==> src/include/image_buffer_config.svh <==
// Image buffer geometry

`ifndef IMAGE_BUFFER_CONFIG_SVH
`define IMAGE_BUFFER_CONFIG_SVH

// Width of a byte address into the buffer.
// Twelve bits cover 4096 bytes of storage.
`define IB_ADDR_BITS 12

// Number of address bits that select a byte lane within a word.
// The RAM word is 32 bits wide, so four lanes need two bits.
`define IB_LANE_BITS 2

// Width of a word address into the RAM.
// This is the byte address with the lane bits removed, 1024 words.
`define IB_WORD_ADDR_BITS (`IB_ADDR_BITS - `IB_LANE_BITS)

`endif

==> src/verilog/image_buffer_pkg.sv <==
// Image buffer shared types

`default_nettype none

`include "image_buffer_config.svh"

package image_buffer_pkg;

    // One byte written into the buffer at a byte address.
    typedef struct packed {
        logic [`IB_ADDR_BITS-1:0] address;
        logic [7:0]               data;
    } byte_write_t;

    // A full word handed from the packer to the RAM.
    // Lane 0 sits in the low byte of data.
    typedef struct packed {
        logic [`IB_WORD_ADDR_BITS-1:0] word_address;
        logic [31:0]                   data;
    } word_write_t;

    // A byte returned by a read.
    // The collided flag marks a read that lost the RAM port to a commit,
    // in which case data is zero.
    typedef struct packed {
        logic [7:0] data;
        logic       collided;
    } read_result_t;

endpackage

`default_nettype wire

==> src/verilog/read_lane_select.sv <==
// Read byte lane select

`timescale 1ns/10ps
`default_nettype none

`include "image_buffer_config.svh"

module read_lane_select (
    input  logic                           read_clock_in,
    input  logic                           read_reset_n_in,

    input  logic                           ram_valid,
    input  logic [31:0]                    ram_word,
    input  logic [`IB_LANE_BITS-1:0]       ram_lane,
    input  logic                           ram_collided,

    output logic                           read_valid,
    output image_buffer_pkg::read_result_t read_result
);

    logic [7:0] lane_byte;

    // Pick the requested byte out of the RAM word.
    always_comb begin
        case (ram_lane)
            'd0:     lane_byte = ram_word[7:0];
            'd1:     lane_byte = ram_word[15:8];
            'd2:     lane_byte = ram_word[23:16];
            default: lane_byte = ram_word[31:24];
        endcase
    end

    // The result only moves when a read arrives, so it holds the last
    // returned byte between reads.
    always_ff @(posedge read_clock_in) begin
        if (!read_reset_n_in) begin
            read_valid           <= 1'b0;
            read_result.data     <= 8'h00;
            read_result.collided <= 1'b0;
        end else begin
            read_valid <= ram_valid;
            if (ram_valid) begin
                read_result.data     <= lane_byte;
                read_result.collided <= ram_collided;
            end
        end
    end

endmodule

`default_nettype wire

==> config.mk <==
export PLATFORM = sky130hd
export DESIGN_NAME = read_lane_select
export DESIGN_NICKNAME = d
export VERILOG_FILES = /design/src/verilog/image_buffer_pkg.sv /design/src/verilog/read_lane_select.sv
export VERILOG_INCLUDE_DIRS = /design/src /design/src/include
export SDC_FILE = /design/constraint.sdc
export NUM_CORES = 1
export LEC_CHECK = 0
export CAP_MARGIN = 20
export CORE_UTILIZATION = 40
export CTS_BUF_LIST = sky130_fd_sc_hd__clkbuf_16
export CTS_CLUSTER_SIZE = 14
export DETAILED_ROUTE_END_ITERATION = 7
export DONT_BUFFER_PORTS = 1
export PLACE_DENSITY = 0.62
export SLEW_MARGIN = 15
export SYNTH_ARGS = -nofsm -noshare
export SYNTH_HDL_FRONTEND = slang
export SYNTH_SLANG_ARGS = --single-unit
==> constraint.sdc <==
create_clock -name read_clock_in -period 1 [get_ports read_clock_in]
set_input_delay 0.15 -clock read_clock_in [delete_from_list [all_inputs] [get_ports read_clock_in]]
set_output_delay 0.15 -clock read_clock_in [all_outputs]
set_load 0.01 [all_outputs]
# Word-level counts from Yosys, hierarchy flattened
# Cells that the tools add are included.
[op_classes]
n_eq_ne = 2
n_mux = 1
reduce_logical = 1
[ops]
columns = ["cell", "count"]
rows = [
  ["$pmux W8 S3", 1],
  ["$eq A2 B1 Y1 const B", 1],
  ["$eq A2 B2 Y1 const B", 1],
  ["$logic_not A2 Y1", 1],
]
[word_totals]
input_bits = 38
register_bits = 10
output_inout_bits = 10

# Depth between registers and ports, before layout
[logic_depth]
ltp_word = 2
ltp_mapped = 4

# Worst setup path after synthesis
# Ideal clock, no wire load.
[synth_path]
kind = "input -> register"
start = "input ram_lane[1]"
end = "register read_result[1] (netlist bit)"
t_arrival_ns = 0.686
path_buffers = 2
stages = 4
setup_slack_ns = 0.179
required_ns = 0.864
cell_sequence = "buf_6 -> buf_12 -> mux2i_1 -> o221ai_1"
[synth_between]
elab_chain_cells = 2
[synth_rtl]
columns = ["item", "line_no", "rtl"]
rows = [
  ["start, declared", "read_lane_select.sv:14", "input logic [`IB_LANE_BITS-1:0] ram_lane,"],
  ["$eq A2 B2 Y1 (tied with other cells)", "read_lane_select.sv:25", "case (ram_lane)"],
  ["$pmux W8 S3 (*)", "read_lane_select.sv:25", ""],
  ["end, declared", "read_lane_select.sv:18", "output image_buffer_pkg::read_result_t read_result"],
]
# Mark *: on every way between the ends. The rest lies on a longest branch, timed or not.
# A chain may end at the register's enable or synchronous reset.

# Final worst setup path
[layout_path]
start = "register read_result[1] (netlist bit)"
end = "output read_result[1] (netlist bit)"
# No word-level cell between the ends.

==> flow_summary.yaml <==
worst_setup_path:
  reg2reg_setup_slack_ns: 0.31
  critPathKind: "reg2out"
  cp-start-kind: "flip-flop"
  r2r-start: "read_result[1]$_SDFFE_PN0P_"
  crit_fanout: 2
  path_depth: 0
  required_ns: 0.85
  arrival_ns: 0.63
  critPathCaptureType: "output port"
  reg2reg_to: "read_result[1]$_SDFFE_PN0P_"
  rr_worst_depth: 2
floorplanning:
  die_y_um: 40.1
  coreArea_um2: 1320
  initial_core_util_pct: 44.0
  num_rows: 13
  die_area_um2: 1600
  pin_count: 48
  die_w_um: 40.1
synthesis:
  synth_top_family_by_area: "multiplexers"
  synth_seq_cells: 10
  synthAdderAreaFrac_pct: 0
  synth_area_um2: 579
  yosysSeqAreaShare_pct: 34.6
  yosys.area_share.xor_xnor_pct: 0
  synth_mux_area_share_pct: 29.4
  synth_top_area_share_pct: 34.6
  syn-num-nets: 89
  synthSimpleGateAreaFrac_pct: 16.8
  synthCells: 51
  ys_types: 11
  synth_compound_area_share_pct: 12.1
  synth_area_leaders: "dfxtp_1 (35%), mux2i_1 (29%), o221ai_1 (12%)"
  postSynthAreaPerCell_um2: 11.4
  synth.largest_area_cell: "dfxtp_1"
  yosysWarnings: 0
drt:
  drc: 0
  drt_wl_total_um: 1300
  wire_per_inst_um: 20.0
  avgViaCountPerCell: 6.95
  first_pass_iters: 4
  drtIter0Drc: 4
  vias: 452
  drtAntennaViolNets: 0
sta:
  setup_viol: 0
  min_period_ns: 0.776
  hold_slack_ns: 0.0413
  skew_ns: 0
  rsz0062_at_grt: "no"
  hold_viol: 0
  slew_viol_final: 0
  slew_headroom_pct: 76.1
  fmax_ghz: 1.29
  tightest_slew_ns: 0.358
  finalCritPeriodShare_pct: 77.6
  fin_ws_ns: 0.224
  setup_tns_ns: 0
run:
  drv_cap: 0
clock_tree:
  numCtsBuffers: 3
  hold_buffers: 0
  clkTransAtPathRegs_ns: 0.04
  clkSinkCount: 10
  cts_setup_buffers: 0
  cts_root_buf: "clkbuf_16"
  cts_buffer_depth: 2
  clock_latency_ns: 0.23
  ctsResizeCount: 0
  cts_tree: "done"
  htree_num_levels: 1
grt:
  grt_max_degree: 17
  gr-max-usage-layer: "met2"
  track_usage_pct: 17.1
  grtUsageMet1_pct: 20.1
  grt_pass1_vias: 378
  antenna_found_initial: 0
  grt_pass1_wl_um: 1750
  grt-ovfl-total: 0
  grt.met3_usage_pct: 5.00
  met2_usage_pct: 27.0
worst_hold_path:
  min_from: "ram_valid"
  hp-class: "in2reg"
  hold-path-cell-count: 1
  hold_end: "read_valid$_SDFF_PN0_"
power_and_ir_drop:
  p_leak_nw: 0.270
  p_per_area_nw_per_um2: 1950
  fin_total_pwr_w: 0.00124
  vdd_ir_drop_max_uv: 894
finish:
  final_common_cell: "mux2i_1"
  fillers: 125
  final_util_pct: 48.0
  drive_gt1_share_pct: 8.00
  areaGrowthSynthToFinish_pct: 9.07
  fin_nets: 90
  diodes: 0
  mostFrequentLayoutCells: "mux2i_1 (17), dfxtp_1 (10), nand3b_1 (8), o221ai_1 (8), clkbuf_16 (3)"
place:
  place_ws_ns: 0.175
  dpl.hpwl_um: 930
  gp_congestion: 0.638
  io_buffers: 0
status:
  status: "finished clean"
[power by group]
part | leakage, nW | switching [W] | internal (W) | total (W)
clock network | 0.0370 | 0.000165 | 0.000517 | 0.000681
registers | 0.0826 | 0.0000343 | 0.000431 | 0.000466
logic | 0.150 | 0.0000296 | 0.0000588 | 0.0000883
[per-layer routing]
metal | vias up | wire, µm
met1 | 220 | 531
li1 | 204 | -
met3 | 2 | 97
met4 | 0 | 11
met5 | - | 0
met2 | 26 | 658
[registers in the layout, indices dropped and copies added, names as in the netlist]
register / count
read_result: 9
read_valid: 1
[worst max-delay path by stage]
stage	start	endpoint	slack (ns)
after global routing	read_result[1]$_SDFFE_PN0P_	read_result[1]	0.20
final	read_result[1]$_SDFFE_PN0P_	read_result[1]	0.22
after global placement	read_reset_n_in	read_result[6]$_SDFFE_PN0P_	0.25
after floorplan	ram_lane[1]	read_result[1]$_SDFFE_PN0P_	0.18
after CTS	read_result[1]$_SDFFE_PN0P_	read_result[1]	0.22
after detailed placement	read_reset_n_in	read_result[1]$_SDFFE_PN0P_	0.17
[layout make-up]
class / instances / area [µm²] / area share, %
Sequential cell: 10 / 200 / 31.7
Tap cell: 15 / 18.8 / 2.97
Clock buffer: 3 / 75.1 / 11.9
Multi-Input combinational cell: 37 / 338 / 53.5
[metrics by stage]
stage	instance area, µm²	std cells
final	632	65
after global routing	632	65
after CTS	632	65
after floorplan	579	51
after detailed placement	557	62
after global placement	557	62
[cell usage after synthesis]
cell / instances
buf_12: 1
nand3b_4: 1
and2_1: 1
o221ai_1: 8
buf_6: 1
nand3_1: 1
nand3b_1: 8
dfxtp_1: 10
buf_2: 2
nor2b_1: 1
mux2i_1: 17
[cell families (layout without fill, tap and decap cells)]
| family | count (synthesis) | count (layout) |
|---|---|---|
| AOI/OAI and AO/OA | 8 | 8 |
| buffers and inverters | 4 | 3 |
| DFF | 10 | 10 |
| and+or+nand+nor | 12 | 12 |
| muxes | 17 | 17 |
No activity file was read; power rests on OpenSTA's default activity.
