## src/include/image_buffer_config.svh

```systemverilog
// Image buffer geometry

`ifndef IMAGE_BUFFER_CONFIG_SVH
`define IMAGE_BUFFER_CONFIG_SVH

// Width of a byte address into the buffer.
// Twelve bits cover 4096 bytes of storage.
`define IB_ADDR_BITS 12

// Number of address bits that select a byte lane within a word.
// The RAM word is 32 bits wide, so four lanes need two bits.
`define IB_LANE_BITS 2

// Width of a word address into the RAM.
// This is the byte address with the lane bits removed, 1024 words.
`define IB_WORD_ADDR_BITS (`IB_ADDR_BITS - `IB_LANE_BITS)

`endif

```

## src/verilog/image_buffer_pkg.sv

```systemverilog
// Image buffer shared types

`default_nettype none

`include "image_buffer_config.svh"

package image_buffer_pkg;

    // One byte written into the buffer at a byte address.
    typedef struct packed {
        logic [`IB_ADDR_BITS-1:0] address;
        logic [7:0]               data;
    } byte_write_t;

    // A full word handed from the packer to the RAM.
    // Lane 0 sits in the low byte of data.
    typedef struct packed {
        logic [`IB_WORD_ADDR_BITS-1:0] word_address;
        logic [31:0]                   data;
    } word_write_t;

    // A byte returned by a read.
    // The collided flag marks a read that lost the RAM port to a commit,
    // in which case data is zero.
    typedef struct packed {
        logic [7:0] data;
        logic       collided;
    } read_result_t;

endpackage

`default_nettype wire

```

## src/verilog/write_packer.sv

```systemverilog
// Byte to word write packer

`timescale 1ns/10ps
`default_nettype none

`include "image_buffer_config.svh"

module write_packer (
    input  logic                          read_clock_in,
    input  logic                          read_reset_n_in,

    input  logic                          write_strobe,
    input  image_buffer_pkg::byte_write_t write_byte,

    output logic                          commit_strobe,
    output image_buffer_pkg::word_write_t commit_word
);

    // Lanes 0 to 2 of the word under construction.
    // Lane 3 never needs storing since its arrival triggers the commit.
    logic [23:0]                   holding;

    logic [`IB_LANE_BITS-1:0]      lane;
    logic [`IB_WORD_ADDR_BITS-1:0] word_address;
    logic                          top_lane_write;

    assign lane         = write_byte.address[`IB_LANE_BITS-1:0];
    assign word_address = write_byte.address[`IB_ADDR_BITS-1:`IB_LANE_BITS];

    // The top lane closes a word.
    assign top_lane_write = write_strobe && (lane == {`IB_LANE_BITS{1'b1}});

    // Holding register and commit strobe.
    always_ff @(posedge read_clock_in) begin
        if (!read_reset_n_in) begin
            holding       <= 24'h000000;
            commit_strobe <= 1'b0;
        end else begin
            commit_strobe <= top_lane_write;

            if (write_strobe) begin
                case (lane)
                    'd0:     holding <= {holding[23:8], write_byte.data};
                    'd1:     holding <= {holding[23:16], write_byte.data, holding[7:0]};
                    'd2:     holding <= {write_byte.data, holding[15:0]};
                    // The holding lanes survive a commit untouched.
                    default: holding <= holding;
                endcase
            end
        end
    end

    // The committed word takes the new top byte together with whatever the
    // holding lanes contain, even if those bytes were aimed at another word.
    always_ff @(posedge read_clock_in) begin
        if (top_lane_write) begin
            commit_word.word_address <= word_address;
            commit_word.data         <= {write_byte.data, holding};
        end
    end

endmodule

`default_nettype wire

```

## config.mk

```make
export PLATFORM = sky130hd
export DESIGN_NAME = write_packer
export DESIGN_NICKNAME = d
export VERILOG_FILES = /design/src/verilog/image_buffer_pkg.sv /design/src/verilog/write_packer.sv
export VERILOG_INCLUDE_DIRS = /design/src /design/src/include
export SDC_FILE = /design/constraint.sdc
export NUM_CORES = 1
export LEC_CHECK = 0
export CORE_UTILIZATION = 66
export DETAILED_ROUTE_END_ITERATION = 10
export DONT_BUFFER_PORTS = 1
export GPL_ROUTABILITY_DRIVEN = 0
export GPL_TIMING_DRIVEN = 1
export PLACE_DENSITY = 0.92
export SETUP_SLACK_MARGIN = 0.4
export SYNTH_ARGS = -nofsm -noshare
export SYNTH_HDL_FRONTEND = slang
export SYNTH_SLANG_ARGS = --single-unit
```

## constraint.sdc

```tcl
create_clock -name read_clock_in -period 4.8 [get_ports read_clock_in]
set_input_delay 0.72 -clock read_clock_in [delete_from_list [all_inputs] [get_ports read_clock_in]]
set_output_delay 0.72 -clock read_clock_in [all_outputs]
set_load 0.1 [all_outputs]
```

## Word level (Yosys, flattened, before mapping)

Index checks and enable logic that the tools add are counted.

| operators by class | value |
|---|---|
| equal/unequal tests | 3 |
| muxes and demuxes | 1 |
| bitwise logic cells | 3 |
| reduce and logical (&&, ||, !) cells | 5 |

Operators by type and width:

| operator | number |
|---|---|
| $pmux W24 S3 | 1 |
| $reduce_and A4 Y1 | 3 |
| $eq A2 B2 Y1 const B | 2 |
| $not A1 Y1 | 3 |
| $eq A2 B1 Y1 const B | 1 |
| $logic_not A2 Y1 | 1 |
| $logic_and A1 B1 Y1 | 1 |

| storage, ports and cells | value |
|---|---|
| register bits after elaboration | 67 |
| input bits | 23 |
| output and inout bits | 43 |
| logic and storage cells | 18 |

## Logic depth before layout (Yosys ltp)

| logic depth | value |
|---|---|
| word-level depth | 3 |
| depth in mapped cells | 6 |
| mapped depth without buffers | 4 |

## Worst setup path after synthesis

OpenSTA, ideal clock, no wires.

| timing path | value |
|---|---|
| path kind | input to register |
| from | input write_byte[8] (netlist name) |
| to | register commit_word[0] (netlist name) (enable) |
| library setup time | 404 ps |
| data arrival time | 1878 ps |
| path slack | 2519 ps |
| cell stages on the path | 2 |
| path buffers | 0 |
| path through | ha_1 > and2_1 |

| between the ends | value |
|---|---|
| cells in the longest elaborated chain, start to end | 2 |

RTL lines:

| what | line | text |
|---|---|---|
| start, declared | write_packer.sv:13 | `input image_buffer_pkg::byte_write_t write_byte,` |
| $eq A2 B2 Y1 | write_packer.sv:31 | `` assign top_lane_write = write_strobe && (lane == {`IB_LANE_BITS{1'b1}}); `` |
| $logic_and A1 B1 Y1 | write_packer.sv:31 |  |
| via top_lane_write | write_packer.sv:25 | `logic top_lane_write;` |
| end, declared | write_packer.sv:16 | `output image_buffer_pkg::word_write_t commit_word` |

The timed path passes the listed nets, and every way through them passes these cells.
A chain may end at the register's enable or synchronous reset.

## Worst setup path after layout

| timing path | value |
|---|---|
| from | register commit_word[30] (netlist name) |
| to | output commit_word[30] (netlist name) |

No word-level cell between the ends.

==> results_dict.tcl <==
set metrics [dict create \
    via_count 1298 \
    drive_above_1_share_pct 9.58 \
    synth.most_common_cell "edfxtp_1" \
    cts_buffers 9 \
    synth-edff-count 42 \
    die_y_um 62.9 \
    cts_tree "built" \
    worst_pin_slew_ns 0.940 \
    first_pass_iters 4 \
    area_growth_syn_to_layout_pct 6.86 \
    worstSetupPathType "register to output pin" \
    overflow 0 \
    yosys_register_bits 67 \
    synthTopCellsByArea "edfxtp_1 52%, dfxtp_1 20%, mux2i_1 9.8%" \
    drt_iter0_markers 150 \
    finClkSkew_ns 0.00334 \
    synth_top_area_share_pct 51.6 \
    ioPinCount 66 \
    synthTopCellsByCount "42 x edfxtp_1, 25 x dfxtp_1, 24 x mux2i_1, 24 x nand2_1" \
    holdBufCountCts 0 \
    nNetsFinal 190 \
    maxCapViolCount 0 \
    insertion_delay_ns 0.33 \
    hold_viol 0 \
    grt_antenna_before_repair 0 \
    cts_max_path_buffers 2 \
    num_rows 21 \
    dpl_cell_area_mm2 0.00243 \
    power.leakage_uw 0.000896 \
    ys_types 17 \
    post-route-util_pct 75.9 \
    track_usage_pct 23.8 \
    required_ns 4.08 \
    yosys_warnings 0 \
    design_area_mm2 0.00261 \
    period_share_pct 42.0 \
    slew-limit-headroom_pct 37.2 \
    synth_top_area_cell "edfxtp_1" \
    status "completed" \
    cts_root_buf "clkbuf_8" \
    cts_htree_levels 3 \
    grt_pass1_vias 1312 \
    endpoint_kind "output pin" \
    yosysSeqAreaShare_pct 72.1 \
    pre_cts_ws_ns 2.78 \
    crit_arrival_ns 1.29 \
    vdd_drop_max_mv 0.341 \
    initial_core_util_pct 71.0 \
    drc 0 \
    setup-tns-final_ns 0 \
    port_buffers 0 \
    synth_fp_nets 190 \
    die_x_um 62.9 \
    setup_ws_ns 2.79 \
    grt_pass1_wl_um 6730 \
    cts_sinks 67 \
    routed_wirelength_um 4370 \
    rsz0062_at_grt "false" \
    postRouteAntennaNets 0 \
    power_density_mw_per_mm2 458 \
    postCtsSetupBuffers 0 \
    period_minus_slack_ns 2.01 \
    via_per_inst 6.09 \
    ctsResizeCount 0 \
    finalPower_uw 1200 \
    netlist_instances 162 \
    max_freq_mhz 496 \
    grt_max_degree 50 \
    synthArstFlopShare_pct 0 \
    netlist_area_mm2 0.00244 \
    cts.clk_slew.worst_paths_ns 0.07 \
    placeableCoreArea_mm2 0.00344 \
    worstPathMaxFanout 1 \
    post-dp-hpwl_um 2940 \
    setup_viol 0 \
    insertedDiodeCount 0 \
    hp-class "register to register" \
    die_area_mm2 0.00395 \
    cp-start-kind "register" \
    final_max_slew_viol_count 0 \
    avgRoutedWirePerCell_um 20.5 \
    syn_avg_cell_area_um2 15.1 \
    ys.flop_type "edfxtp_1" \
]
[worst paths after layout]
path | slack (ns) | start | depth (start not counted) | to
setup reg to reg | 4.12 | holding[7]$_SDFFE_PN0P_ | 2 | holding[7]$_SDFFE_PN0P_
hold / removal | 0.43 | holding[18]$_SDFFE_PN0P_ | 0 | commit_word[18]$_DFFE_PP_
hold reg to reg | 0.43 | holding[18]$_SDFFE_PN0P_ | 0 | commit_word[18]$_DFFE_PP_
setup / recovery | 2.79 | commit_word[30]$_DFFE_PP_ | 0 | commit_word[30]
[flip-flops by register name (all words and copies together), names as in the netlist]
register / cells
commit_word: 42
commit_strobe: 1
holding: 24
[layout make-up]
class	count	area [um^2]
tap	46	57.6
multi-input combinational	82	602
fill	192	830
sequential	67	1760
clock buffer	10	128
inverter	2	7.51
clock inverter	6	56.3
[kinds of logic after synthesis]
group / share of synthesized area, %
simple gates: 12.2
fa+ha+maj: 2.56
buf+inv: 3.38
mux: 9.83
flops: 72.1
[per-stage QoR]
stage / cells / hold WS, ns
after global placement: 197 / 0.414
after detailed placement: 197 / 0.416
after global routing: 213 / 0.446
after CTS: 213 / 0.435
after floorplan: 162 / 0.408
final: 213 / 0.434
[cell usage in the layout, fill, tap and decap left out, types with 2 or more instances in the layout]
master	synthesis	routed
nand2_1	24	24
clkbuf_8	0	9
nand4_1	8	8
inv_1	2	2
clkinv_2	0	3
ha_1	5	5
dfxtp_1	25	25
edfxtp_1	42	42
mux2i_1	24	24
nand3b_1	8	8
and3b_1	2	2
nand3_1	8	8
[where the power goes]
group          switching, uW  internal, uW  total (uW)  leakage (uW)
Sequential               104           629         733      0.000576
Combinational           19.1          12.0        31.0      0.000227
Clock                    198           235         433     0.0000935
[per-layer routing]
layer | track usage, % | vias to the layer above | share of wire [%]
met2 | 39.4 | 89 | 53
met1 | 25.1 | 615 | 37
met5 | 0 | - | 0
met4 | 15.1 | 0 | 1.4
li1 | - | 586 | -
met3 | 9.31 | 8 | 8.3
(Power assumes the default switching activity.)
